## config.mk

```make
export PLATFORM = sky130hd
export DESIGN_NAME = rv_decode
export DESIGN_NICKNAME = d
export VERILOG_FILES = /design/src/rtl/rv_isa_pkg.sv /design/src/rtl/rv_ctrl_pkg.sv /design/src/rtl/rv_inst_class.sv /design/src/rtl/rv_imm_gen.sv /design/src/rtl/rv_ctrl_gen.sv /design/src/rtl/rv_decode.sv
export VERILOG_INCLUDE_DIRS = /design/src /design/src/rtl
export SDC_FILE = /design/constraint.sdc
export NUM_CORES = 1
export LEC_CHECK = 0
export BUFFER_PORTS_ARGS = -buffer_cell sky130_fd_sc_hd__buf_2
export CAP_MARGIN = 20
export CORE_MARGIN = 8
export CORE_UTILIZATION = 30
export CTS_CLUSTER_SIZE = 14
export DETAILED_ROUTE_END_ITERATION = 7
export PLACE_DENSITY = 0.59
export SLEW_MARGIN = 20
export SYNTH_ARGS = -nofsm -noshare
export SYNTH_HDL_FRONTEND = slang
export SYNTH_SLANG_ARGS = --single-unit
export TNS_END_PERCENT = 20
```

## constraint.sdc

```tcl
create_clock -name i_clk -period 4.3 [get_ports i_clk]
set_input_delay 0.86 -clock i_clk [delete_from_list [all_inputs] [get_ports i_clk]]
set_output_delay 0.86 -clock i_clk [all_outputs]
set_load 0.1 [all_outputs]
```

## src/rtl/rv_decode_defines.svh

```systemverilog
`ifndef RV_DECODE_DEFINES_SVH
`define RV_DECODE_DEFINES_SVH

// data and address width of the base ISA
`define RV_XLEN   32

// x0..x31
`define RV_REG_AW 5

`endif

```

## src/rtl/rv_isa_pkg.sv

```systemverilog
`include "rv_decode_defines.svh"

package rv_isa_pkg;

    // major opcodes, bits [6:2] of the word
    typedef enum logic [4:0] {
        LOAD     = 5'b00000,
        MISC_MEM = 5'b00011,
        OP_IMM   = 5'b00100,
        AUIPC    = 5'b00101,
        STORE    = 5'b01000,
        OP       = 5'b01100,
        LUI      = 5'b01101,
        BRANCH   = 5'b11000,
        JALR     = 5'b11001,
        JAL      = 5'b11011,
        SYSTEM   = 5'b11100
    } opcode_e;

    localparam logic [1:0] OPC_FULL = 2'b11;  // low bits of a 32-bit encoding

    localparam logic [6:0] F7_BASE = 7'b0000000;
    localparam logic [6:0] F7_ALT  = 7'b0100000;  // sub, sra, srai

    typedef struct packed {
        logic [6:0]            funct7;
        logic [`RV_REG_AW-1:0] rs2;
        logic [`RV_REG_AW-1:0] rs1;
        logic [2:0]            funct3;
        logic [`RV_REG_AW-1:0] rd;
        logic [4:0]            op;
        logic [1:0]            quad;
    } r_fmt_t;

    typedef struct packed {
        logic [11:0]           imm;  // also funct12 for system words
        logic [`RV_REG_AW-1:0] rs1;
        logic [2:0]            funct3;
        logic [`RV_REG_AW-1:0] rd;
        logic [6:0]            opcode;
    } i_fmt_t;

    typedef struct packed {
        logic [6:0]            imm_11_5;
        logic [`RV_REG_AW-1:0] rs2;
        logic [`RV_REG_AW-1:0] rs1;
        logic [2:0]            funct3;
        logic [4:0]            imm_4_0;
        logic [6:0]            opcode;
    } s_fmt_t;

    typedef struct packed {
        logic                  imm_12;
        logic [5:0]            imm_10_5;
        logic [`RV_REG_AW-1:0] rs2;
        logic [`RV_REG_AW-1:0] rs1;
        logic [2:0]            funct3;
        logic [3:0]            imm_4_1;
        logic                  imm_11;
        logic [6:0]            opcode;
    } b_fmt_t;

    typedef struct packed {
        logic [19:0]           imm_31_12;
        logic [`RV_REG_AW-1:0] rd;
        logic [6:0]            opcode;
    } u_fmt_t;

    typedef struct packed {
        logic                  imm_20;
        logic [9:0]            imm_10_1;
        logic                  imm_11;
        logic [7:0]            imm_19_12;
        logic [`RV_REG_AW-1:0] rd;
        logic [6:0]            opcode;
    } j_fmt_t;

    // one word, register view or immediate views
    typedef union packed {
        r_fmt_t r;
        i_fmt_t i;
        s_fmt_t s;
        b_fmt_t b;
        u_fmt_t u;
        j_fmt_t j;
    } rv_inst_u;

endpackage

```

## src/rtl/rv_ctrl_pkg.sv

```systemverilog
`include "rv_decode_defines.svh"

package rv_ctrl_pkg;

    typedef struct packed {
        logic [`RV_XLEN-1:0] pc;
        rv_isa_pkg::rv_inst_u inst;
    } fetch_t;

    typedef struct packed {
        logic pc;
        logic r;
    } op1_src_t;

    typedef struct packed {
        logic j;
        logic i;
        logic r;
    } op2_src_t;

    typedef struct packed {
        logic memory;
        logic pc_p4;
        logic alu;
    } res_src_t;

    typedef struct packed {
        logic res_cmp;
        logic res_bits;
        logic res_shift;
        logic res_arith;
        logic cmp_eq;
        logic cmp_lts;
        logic cmp_ltu;
        logic cmp_inversed;
        logic bits_and;
        logic bits_or;
        logic bits_xor;
        logic arith_shl;
        logic arith_shr;
        logic arith_sub;
        logic arith_add;
        logic shift_arithmetical;
    } alu_ctrl_t;

    typedef struct packed {
        logic inst_lb, inst_lh, inst_lw, inst_lbu, inst_lhu;
        logic inst_addi, inst_slli, inst_slti, inst_sltiu, inst_xori;
        logic inst_srli, inst_srai, inst_ori, inst_andi;
        logic inst_sb, inst_sh, inst_sw;
        logic inst_add, inst_sub, inst_sll, inst_slt, inst_sltu;
        logic inst_xor, inst_srl, inst_sra, inst_or, inst_and;
        logic inst_beq, inst_bne, inst_blt, inst_bge, inst_bltu, inst_bgeu;
        logic inst_lui, inst_auipc, inst_jal, inst_jalr;
        logic inst_fence, inst_fence_i, inst_ecall, inst_ebreak;
        // opcode groups
        logic inst_load, inst_store, inst_imm, inst_reg, inst_branch;
        logic inst_slts, inst_ltu;
        logic inst_none;       // all-zero word
        logic inst_supported;
    } inst_class_t;

    typedef struct packed {
        logic [`RV_XLEN-1:0]   pc;
        logic [`RV_REG_AW-1:0] rd;
        logic [`RV_REG_AW-1:0] rs1;
        logic [`RV_REG_AW-1:0] rs2;
        logic [`RV_XLEN-1:0]   imm_i;
        logic [`RV_XLEN-1:0]   imm_j;  // jal or branch offset
        logic [2:0]            funct3;
        logic                  reg_write;
        op1_src_t              op1_src;
        op2_src_t              op2_src;
        res_src_t              res_src;
        alu_ctrl_t             alu_ctrl;
        logic                  inst_jalr;
        logic                  inst_jal;
        logic                  inst_branch;
        logic                  inst_store;
        logic                  inst_supported;
    } decode_t;

endpackage

```

## src/rtl/rv_inst_class.sv

```systemverilog
module rv_inst_class (
    input  rv_isa_pkg::rv_inst_u     i_inst,
    output rv_ctrl_pkg::inst_class_t o_class
);
    import rv_isa_pkg::*;

    logic [4:0] op;
    logic [2:0] f3;
    logic       full;
    logic       f7_base;
    logic       f7_alt;
    logic       op_load, op_mem, op_imm, op_store, op_reg, op_branch, op_sys;

    assign op      = i_inst.r.op;
    assign f3      = i_inst.r.funct3;
    assign full    = (i_inst.r.quad == OPC_FULL);
    assign f7_base = (i_inst.r.funct7 == F7_BASE);
    assign f7_alt  = (i_inst.r.funct7 == F7_ALT);

    assign op_load   = full & (op == LOAD);
    assign op_mem    = full & (op == MISC_MEM);
    assign op_imm    = full & (op == OP_IMM);
    assign op_store  = full & (op == STORE);
    assign op_reg    = full & (op == OP);
    assign op_branch = full & (op == BRANCH);
    assign op_sys    = full & (op == SYSTEM);

    assign o_class.inst_lb     = op_load & (f3 == 3'b000);
    assign o_class.inst_lh     = op_load & (f3 == 3'b001);
    assign o_class.inst_lw     = op_load & (f3 == 3'b010);
    assign o_class.inst_lbu    = op_load & (f3 == 3'b100);
    assign o_class.inst_lhu    = op_load & (f3 == 3'b101);

    assign o_class.inst_addi   = op_imm & (f3 == 3'b000);
    assign o_class.inst_slli   = op_imm & (f3 == 3'b001);
    assign o_class.inst_slti   = op_imm & (f3 == 3'b010);
    assign o_class.inst_sltiu  = op_imm & (f3 == 3'b011);
    assign o_class.inst_xori   = op_imm & (f3 == 3'b100);
    assign o_class.inst_srli   = op_imm & (f3 == 3'b101) & f7_base;
    assign o_class.inst_srai   = op_imm & (f3 == 3'b101) & f7_alt;
    assign o_class.inst_ori    = op_imm & (f3 == 3'b110);
    assign o_class.inst_andi   = op_imm & (f3 == 3'b111);

    assign o_class.inst_sb     = op_store & (f3 == 3'b000);
    assign o_class.inst_sh     = op_store & (f3 == 3'b001);
    assign o_class.inst_sw     = op_store & (f3 == 3'b010);

    assign o_class.inst_add    = op_reg & (f3 == 3'b000) & f7_base;
    assign o_class.inst_sub    = op_reg & (f3 == 3'b000) & f7_alt;
    assign o_class.inst_sll    = op_reg & (f3 == 3'b001) & f7_base;
    assign o_class.inst_slt    = op_reg & (f3 == 3'b010) & f7_base;
    assign o_class.inst_sltu   = op_reg & (f3 == 3'b011) & f7_base;
    assign o_class.inst_xor    = op_reg & (f3 == 3'b100) & f7_base;
    assign o_class.inst_srl    = op_reg & (f3 == 3'b101) & f7_base;
    assign o_class.inst_sra    = op_reg & (f3 == 3'b101) & f7_alt;
    assign o_class.inst_or     = op_reg & (f3 == 3'b110) & f7_base;
    assign o_class.inst_and    = op_reg & (f3 == 3'b111) & f7_base;

    assign o_class.inst_beq    = op_branch & (f3 == 3'b000);
    assign o_class.inst_bne    = op_branch & (f3 == 3'b001);
    assign o_class.inst_blt    = op_branch & (f3 == 3'b100);
    assign o_class.inst_bge    = op_branch & (f3 == 3'b101);
    assign o_class.inst_bltu   = op_branch & (f3 == 3'b110);
    assign o_class.inst_bgeu   = op_branch & (f3 == 3'b111);

    assign o_class.inst_lui    = full & (op == LUI);
    assign o_class.inst_auipc  = full & (op == AUIPC);
    assign o_class.inst_jal    = full & (op == JAL);
    assign o_class.inst_jalr   = full & (op == JALR) & (f3 == 3'b000);

    assign o_class.inst_fence   = op_mem & (f3 == 3'b000);
    assign o_class.inst_fence_i = op_mem & (f3 == 3'b001);
    // funct12 selects between the two
    assign o_class.inst_ecall   = op_sys & (f3 == 3'b000) & (i_inst.i.imm == 12'h000);
    assign o_class.inst_ebreak  = op_sys & (f3 == 3'b000) & (i_inst.i.imm == 12'h001);

    // groups follow the opcode only, funct bits not checked
    assign o_class.inst_load   = op_load;
    assign o_class.inst_store  = op_store;
    assign o_class.inst_imm    = op_imm;
    assign o_class.inst_reg    = op_reg;
    assign o_class.inst_branch = op_branch;
    assign o_class.inst_slts   = (op_imm | (op_reg & f7_base)) & (f3[2:1] == 2'b01);
    assign o_class.inst_ltu    = ((op_imm | (op_reg & f7_base)) & (f3 == 3'b011)) |
                                 (op_branch & (f3[2:1] == 2'b11));
    assign o_class.inst_none   = ~|i_inst;  // bubble

    // ecall and ebreak stay unsupported
    assign o_class.inst_supported =
        o_class.inst_none  |
        o_class.inst_lb    | o_class.inst_lh   | o_class.inst_lw   | o_class.inst_lbu   |
        o_class.inst_lhu   | o_class.inst_addi | o_class.inst_slli | o_class.inst_slti  |
        o_class.inst_sltiu | o_class.inst_xori | o_class.inst_srli | o_class.inst_srai  |
        o_class.inst_ori   | o_class.inst_andi | o_class.inst_sb   | o_class.inst_sh    |
        o_class.inst_sw    | o_class.inst_add  | o_class.inst_sub  | o_class.inst_sll   |
        o_class.inst_slt   | o_class.inst_sltu | o_class.inst_xor  | o_class.inst_srl   |
        o_class.inst_sra   | o_class.inst_or   | o_class.inst_and  | o_class.inst_beq   |
        o_class.inst_bne   | o_class.inst_blt  | o_class.inst_bge  | o_class.inst_bltu  |
        o_class.inst_bgeu  | o_class.inst_lui  | o_class.inst_auipc | o_class.inst_jal  |
        o_class.inst_jalr  | o_class.inst_fence | o_class.inst_fence_i;

endmodule

```

## src/rtl/rv_imm_gen.sv

```systemverilog
`include "rv_decode_defines.svh"

module rv_imm_gen (
    input  rv_isa_pkg::rv_inst_u     i_inst,
    input  rv_ctrl_pkg::inst_class_t i_class,
    output logic [`RV_XLEN-1:0]      o_imm_i,
    output logic [`RV_XLEN-1:0]      o_imm_j
);

    logic [`RV_XLEN-1:0] imm_i;
    logic [`RV_XLEN-1:0] imm_s;
    logic [`RV_XLEN-1:0] imm_b;
    logic [`RV_XLEN-1:0] imm_u;
    logic [`RV_XLEN-1:0] imm_j;

    assign imm_i = {{(`RV_XLEN-12){i_inst.i.imm[11]}}, i_inst.i.imm};
    assign imm_s = {{(`RV_XLEN-12){i_inst.s.imm_11_5[6]}}, i_inst.s.imm_11_5, i_inst.s.imm_4_0};
    assign imm_u = {i_inst.u.imm_31_12, 12'b0};

    // offsets are in halfwords, bit 0 always clear
    assign imm_b = {{(`RV_XLEN-12){i_inst.b.imm_12}}, i_inst.b.imm_11,
                    i_inst.b.imm_10_5, i_inst.b.imm_4_1, 1'b0};
    assign imm_j = {{(`RV_XLEN-20){i_inst.j.imm_20}}, i_inst.j.imm_19_12,
                    i_inst.j.imm_11, i_inst.j.imm_10_1, 1'b0};

    always_comb begin
        if (i_class.inst_lui | i_class.inst_auipc) begin
            o_imm_i = imm_u;
        end else if (i_class.inst_store) begin
            o_imm_i = imm_s;
        end else begin
            o_imm_i = imm_i;  // also jalr and loads
        end
    end

    assign o_imm_j = i_class.inst_jal ? imm_j : imm_b;

endmodule

```

## src/rtl/rv_ctrl_gen.sv

```systemverilog
module rv_ctrl_gen (
    input  rv_ctrl_pkg::inst_class_t i_class,
    input  logic [2:0]               i_funct3,
    output rv_ctrl_pkg::decode_t     o_ctrl
);

    logic pc_op1;   // auipc, jal
    logic imm_op2;
    logic link;     // writes pc+4

    assign pc_op1  = i_class.inst_auipc | i_class.inst_jal;
    assign imm_op2 = i_class.inst_jalr | i_class.inst_load | i_class.inst_imm |
                     i_class.inst_lui | i_class.inst_auipc | i_class.inst_store;
    assign link    = i_class.inst_jalr | i_class.inst_jal;

    always_comb begin
        o_ctrl = '0;  // pc, registers, immediates and funct3 filled at the top

        o_ctrl.reg_write = i_class.inst_load | i_class.inst_imm | i_class.inst_auipc |
                           i_class.inst_reg | i_class.inst_lui | link;

        o_ctrl.op1_src.pc = pc_op1;
        o_ctrl.op1_src.r  = ~pc_op1;
        o_ctrl.op2_src.j  = i_class.inst_jal;
        o_ctrl.op2_src.i  = imm_op2;
        o_ctrl.op2_src.r  = ~(imm_op2 | i_class.inst_jal);

        o_ctrl.res_src.memory = i_class.inst_load;
        o_ctrl.res_src.pc_p4  = link;
        o_ctrl.res_src.alu    = ~(i_class.inst_load | link);

        o_ctrl.alu_ctrl.res_cmp   = i_class.inst_branch | i_class.inst_slts;
        o_ctrl.alu_ctrl.res_bits  = i_class.inst_andi | i_class.inst_and |
                                    i_class.inst_ori | i_class.inst_or |
                                    i_class.inst_xori | i_class.inst_xor;
        o_ctrl.alu_ctrl.res_shift = i_class.inst_slli | i_class.inst_sll |
                                    i_class.inst_srli | i_class.inst_srl |
                                    i_class.inst_srai | i_class.inst_sra;
        o_ctrl.alu_ctrl.res_arith = i_class.inst_sub | i_class.inst_add;

        o_ctrl.alu_ctrl.cmp_eq  = i_class.inst_beq | i_class.inst_bne;
        o_ctrl.alu_ctrl.cmp_lts = i_class.inst_slti | i_class.inst_slt |
                                  i_class.inst_blt | i_class.inst_bge;
        o_ctrl.alu_ctrl.cmp_ltu = i_class.inst_ltu;
        o_ctrl.alu_ctrl.cmp_inversed = i_funct3[0] & i_class.inst_branch;  // bne, bge, bgeu

        o_ctrl.alu_ctrl.bits_and  = i_class.inst_andi | i_class.inst_and;
        o_ctrl.alu_ctrl.bits_or   = i_class.inst_ori | i_class.inst_or;
        o_ctrl.alu_ctrl.bits_xor  = i_class.inst_xori | i_class.inst_xor;
        o_ctrl.alu_ctrl.arith_shl = i_class.inst_slli | i_class.inst_sll;
        o_ctrl.alu_ctrl.arith_shr = i_class.inst_srli | i_class.inst_srl |
                                    i_class.inst_srai | i_class.inst_sra;
        o_ctrl.alu_ctrl.arith_sub = i_class.inst_sub;
        o_ctrl.alu_ctrl.arith_add = i_class.inst_add | i_class.inst_addi;
        o_ctrl.alu_ctrl.shift_arithmetical = i_class.inst_srai | i_class.inst_sra;

        o_ctrl.inst_jalr      = i_class.inst_jalr;
        o_ctrl.inst_jal       = i_class.inst_jal;
        o_ctrl.inst_branch    = i_class.inst_branch;
        o_ctrl.inst_store     = i_class.inst_store;
        o_ctrl.inst_supported = i_class.inst_supported;
    end

endmodule

```

## src/rtl/rv_decode.sv

```systemverilog
`include "rv_decode_defines.svh"

module rv_decode (
    input  logic                 i_clk,
    input  logic                 i_rst_n,
    input  logic                 i_valid,
    output logic                 o_ready,
    input  rv_ctrl_pkg::fetch_t  i_fetch,
    output logic                 o_valid,
    input  logic                 i_ready,
    output rv_ctrl_pkg::decode_t o_dec
);
    import rv_ctrl_pkg::*;

    inst_class_t         cls;
    decode_t             ctrl;
    decode_t             dec_next;
    logic [`RV_XLEN-1:0] imm_i;
    logic [`RV_XLEN-1:0] imm_j;
    logic                take;

    rv_inst_class u_class (
        .i_inst  (i_fetch.inst),
        .o_class (cls)
    );

    rv_imm_gen u_imm (
        .i_inst  (i_fetch.inst),
        .i_class (cls),
        .o_imm_i (imm_i),
        .o_imm_j (imm_j)
    );

    rv_ctrl_gen u_ctrl (
        .i_class  (cls),
        .i_funct3 (i_fetch.inst.r.funct3),
        .o_ctrl   (ctrl)
    );

    always_comb begin
        dec_next        = ctrl;
        dec_next.pc     = i_fetch.pc;
        dec_next.rd     = i_fetch.inst.r.rd;
        dec_next.rs1    = cls.inst_lui ? '0 : i_fetch.inst.r.rs1;  // lui adds to x0
        dec_next.rs2    = i_fetch.inst.r.rs2;
        dec_next.imm_i  = imm_i;
        dec_next.imm_j  = imm_j;
        dec_next.funct3 = i_fetch.inst.r.funct3;
    end

    // single slot, refills on the edge it drains
    assign o_ready = ~o_valid | i_ready;
    assign take    = i_valid & o_ready;

    always_ff @(posedge i_clk or negedge i_rst_n) begin
        if (!i_rst_n) begin
            o_valid <= 1'b0;
        end else if (o_ready) begin
            o_valid <= i_valid;
        end
    end

    always_ff @(posedge i_clk) begin
        if (take) begin
            o_dec <= dec_next;
        end
    end

endmodule

```

Word level (Yosys, flattened, before mapping)
Index checks and enable logic that the tools add are counted.

Muxes and demuxes: 3. Bitwise operators: 145. Reductions and logical operators: 5. Equality and inequality tests: 20.

Operator list (number): bitwise OR 1 bit (80); bitwise AND 1 bit (61); OR reduction 32 bit (1); 2-to-1 mux 31 bit (1); 2-to-1 mux 20 bit (1); == test 5 x 4 -> 1 bit (second input constant) (3); == test 5 bit (second input constant) (3); == test 3 bit (second input constant) (4); == test 5 x 3 -> 1 bit (second input constant) (2); == test 7 x 6 -> 1 bit (second input constant) (1); zero test 7 bit (1); == test 3 x 2 -> 1 bit (second input constant) (2); == test 5 x 2 -> 1 bit (second input constant) (1); zero test 5 bit (1); 2-to-1 mux 5 bit (1); == test 2 bit (second input constant) (2); inverter 1 bit (4); == test 3 x 1 -> 1 bit (second input constant) (1); zero test 3 bit (1); == test 2 x 1 -> 1 bit (second input constant) (1); zero test 1 bit (1).

Output and inout port bits: 146. Bits of input ports: 68. Word-level logic and storage cells: 211. Bits in registers: 133.

Logic depth before layout (Yosys ltp)
Depth after elaboration: 42. Mapped depth: 7. Gate-level depth less buffers: 4.

Hierarchy
Synthesis repeated with hierarchy kept, for this count alone.

Cells, all modules: 527. Area, all modules: 6902.9 µm².

Modules (own cells, without submodules): rv_decode (seq. area each 4349.2 µm², cells each 153, area an instance 4411.7 µm², instances 1); rv_ctrl_gen (seq. area each 0.0 µm², cells each 149, area an instance 1093.5 µm², instances 1); rv_inst_class (seq. area each 0.0 µm², cells each 136, area an instance 793.3 µm², instances 1); rv_imm_gen (seq. area each 0.0 µm², cells each 89, area an instance 604.3 µm², instances 1).

Worst setup path before layout
OpenSTA, ideal clock, no wires.

Kind: input port to flip-flop. From: input i_ready. To: register o_dec[0] (netlist name) (enable). Stages: 2. Path slack: -0.965 ns. Required time: 3.796 ns. Setup time: 0.504 ns. Arrival: 4.761 ns. Buffers on the path: 0. Cell sequence: nand2b_1 -> and2_1.

Cells in the longest elaborated chain, start to end: 2.

RTL lines: from (decl) (line rv_decode.sv:10) `input logic i_ready,`; bitwise OR 1 bit (line rv_decode.sv:52) `assign o_ready = ~o_valid | i_ready;`; bitwise AND 1 bit (line rv_decode.sv:53) `assign take = i_valid & o_ready;`; named net take (line rv_decode.sv:20) `logic take;`; to (signal assigned) (line rv_decode.sv:65) `o_dec <= dec_next;`; to (decl) (line rv_decode.sv:11) `output rv_ctrl_pkg::decode_t o_dec`.

The timed path passes the listed nets, and every way through them passes these cells. A chain may end at the register's enable or synchronous reset.

==> load_flow_metrics.sql <==
INSERT INTO impl_metrics (metric_group, metric, value, unit) VALUES
('critical_path', 'path_depth', '5', ''),
('synth', 'mappedNetlistNets', '385', ''),
('layout', 'layout-area-overhead-vs-synth', '34.6', '%'),
('power_and_ir_drop', 'leakagePower', '2.86', 'nW'),
('critical_path', 'max_stage_delay', '660', 'ps'),
('drt', 'drt_first_iter_violations', '191', ''),
('critical_path', 'critPathKind', 'in -> reg', ''),
('synth', 'synth_flop_cell', 'sky130_fd_sc_hd__edfxtp_1', ''),
('critical_path', 'ff2ff_path_depth', '3', ''),
('critical_path', 'slack_of_the_worst_reg_to_reg_path', '2340', 'ps'),
('synth', 'synth-compound-area-share', '0.0732', ''),
('synth', 'synth-edff-count', '130', ''),
('sta', 'fin_worst_hold_slack', '213', 'ps'),
('global_route', 'grt.met2_usage', '0.212', ''),
('cts', 'tritoncts_clock_tree', 'yes', ''),
('sta', 'achievable-frequency', '404', 'MHz'),
('floorplan', 'fp.dieW', '147', 'um'),
('cts', 'htree_num_levels', '4', ''),
('sta', 'max-slew-margin-rel', '0.413', ''),
('global_route', 'grt_max_degree', '82', ''),
('hold_path', 'holdCritPathClass', 'in -> async', ''),
('drt', 'detail_route.drc_violations', '0', ''),
('drt', 'drt-total-wl', '14.5', 'mm'),
('critical_path', 'timing.critical_path.buf_inv', '1', ''),
('synth', 'synthSimpleGateAreaFrac', '0.0991', ''),
('synth', 'synth_warnings', '0', ''),
('critical_path', 'worst-endpoint-required', '4470', 'ps'),
('drt', 'avgViaCountPerCell', '4.57', ''),
('sta', 'worst_margin_pin_slew', '876', 'ps'),
('cts', 'cts_hold_buf', '0', ''),
('power_and_ir_drop', 'power.ir.vdd_worst', '0.000259', 'V'),
('floorplan', 'start_util', '0.302', ''),
('cts', 'postCtsSetupRepairBufs', '0', ''),
('sta', 'slew_viol_final', '0', ''),
('layout', 'leading_cell_type_in_the_layout_fill_and_taps_excluded', 'sky130_fd_sc_hd__buf_2', ''),
('layout', 'layout_cells_sized_above_1', '0.482', ''),
('cts', 'cts_buffers', '17', ''),
('placement', 'dp_cells', '725', ''),
('floorplan', 'core', '17000', 'um2'),
('layout', 'commonest_cells_after_routing_fill_and_taps_aside', 'sky130_fd_sc_hd__buf_2, sky130_fd_sc_hd__edfxtp_1, sky130_fd_sc_hd__a21o_1', ''),
('synth', 'synth_top_family_by_area', 'simple AND/OR/NAND/NOR gates', ''),
('placement', 'routabilityCongestion', '0.860', ''),
('synth', 'synth_async_sr_flop_share', '0.00763', ''),
('sta', 'period_needed', '2470', 'ps'),
('critical_path', 'worst_setup_path_start_kind', 'primary input', ''),
('cts', 'clock_latency', '420', 'ps'),
('global_route', 'grt_pass1_wl', '21.9', 'mm'),
('critical_path', 'critical_path_arrival', '2640', 'ps'),
('placement', 'placedInstanceArea', '6330', 'um2'),
('power_and_ir_drop', 'combPwrFrac', '0.202', ''),
('drt', 'route.antenna.remaining_nets', '0', ''),
('floorplan', 'floorplan.die.height', '147', 'um'),
('layout', 'nFillCells', '1633', ''),
('critical_path', 'worst_setup_path_end_kind', 'flop', ''),
('synth', 'synthTopCellsByArea', 'sky130_fd_sc_hd__edfxtp_1, sky130_fd_sc_hd__a21o_1, sky130_fd_sc_hd__buf_4', ''),
('synth', 'synthesis.area_per_instance', '16.2', 'um2'),
('critical_path', 'timing.critical_path.slowest_stage_cell', 'sky130_fd_sc_hd__nor2_4', ''),
('cts', 'clock-root-buffer', 'sky130_fd_sc_hd__clkbuf_16', ''),
('layout', 'finalNonFillerCells', '756', ''),
('outcome', 'outcome', 'completed', ''),
('power_and_ir_drop', 'share_seq_of_total_power', '0.412', ''),
('sta', 'fin_worst_skew', '8.63', 'ps'),
('cts', 'maximum_root_to_sink_buffer_count', '2', ''),
('cts', 'path_clk_slew', '60', 'ps'),
('sta', 'layout_worst_path_cycle_share', '0.576', ''),
('global_route', 'met1_usage', '0.155', ''),
('critical_path', 'worst_setup_path_endpoint', 'o_dec[79]', ''),
('drt', 'drt_pre_antenna_iters', '4', ''),
('global_route', 'grt.met3_usage', '0.0747', ''),
('cts', 'clkSinkCount', '131', ''),
('synth', 'synth_xor_xnor_area_share', '0', '');
==> metal layers <==
layer  wire length [um]  part of all wire
met1               5760              0.40
met2               6890              0.48
met3               1630              0.11
met4                144             0.010
met5                 35            0.0024
==> worst min-delay path by stage <==
stage | end | slack [ps] | cells after the start
after global routing | o_valid | 180 | 1
after global placement | o_valid | 540 | 2
after floorplan | o_valid | 560 | 0
final | o_valid | 210 | 1
after CTS | o_valid | 190 | 1
after detailed placement | o_valid | 560 | 2
==> synthesized netlist by cell type, drive strengths merged (2+ instances only) <==
cell and number:
edfxtp 130, a21o 28, nor2 22, buf 20, clkbuf 11, nor2b 10
and2 9, nand2 8, nor3 8, nor4 7, inv 6, nand2b 6
o21ai 6, mux2 5, mux2i 5, and3 3, nand3 3, a22o 2
and4 2, nand3b 2, nand4 2, nand4b 2, o21ba 2, or2 2
or4 2
==> final cells by class <==
| cell class | count | area [um2] | share of cell area |
|---|---|---|---|
| Sequential cell | 131 | 3930 | 0.569 |
| Timing Repair Buffer | 214 | 1090 | 0.158 |
| Clock buffer | 20 | 437 | 0.0633 |
| Tap cell | 225 | 282 | 0.0408 |
| Multi-Input combinational cell | 149 | 1010 | 0.146 |
| Inverter | 6 | 22.5 | 0.00326 |
| Clock inverter | 11 | 138 | 0.0199 |
==> sequential cells by signal, indices dropped and copies added, names as in the netlist <==
name     count
o_valid      1
o_dec      130
==> power by group through the flow <==
stage	Combinational, mW	Clock [mW]	Sequential, mW
6_report	0.736	1.41	1.50
5_1_grt	0.760	1.50	1.51
4_1_cts	0.741	1.46	1.50
3_5_place_dp	0.741	0	1.53
3_3_place_gp	0.735	0	1.53
2_1_floorplan	0.143	0	1.99
==> cells by family after synthesis <==
kind of cell / after synthesis
AO/OA/AOI/OAI: 49
flip-flops: 131
AND/OR/NAND/NOR: 89
multiplexers: 10
buffers and inverters: 37
other: 1
==> per-stage QoR <==
step	utilization	setup WS [ps]	power [mW]
after detailed placement	0.372	1340	2.27
after global placement	0.372	1480	2.26
after global routing	0.406	1600	3.77
after CTS	0.406	1790	3.71
final	0.406	1830	3.65
after floorplan	-	431	2.14
Power figures use the tool's default switching activity.
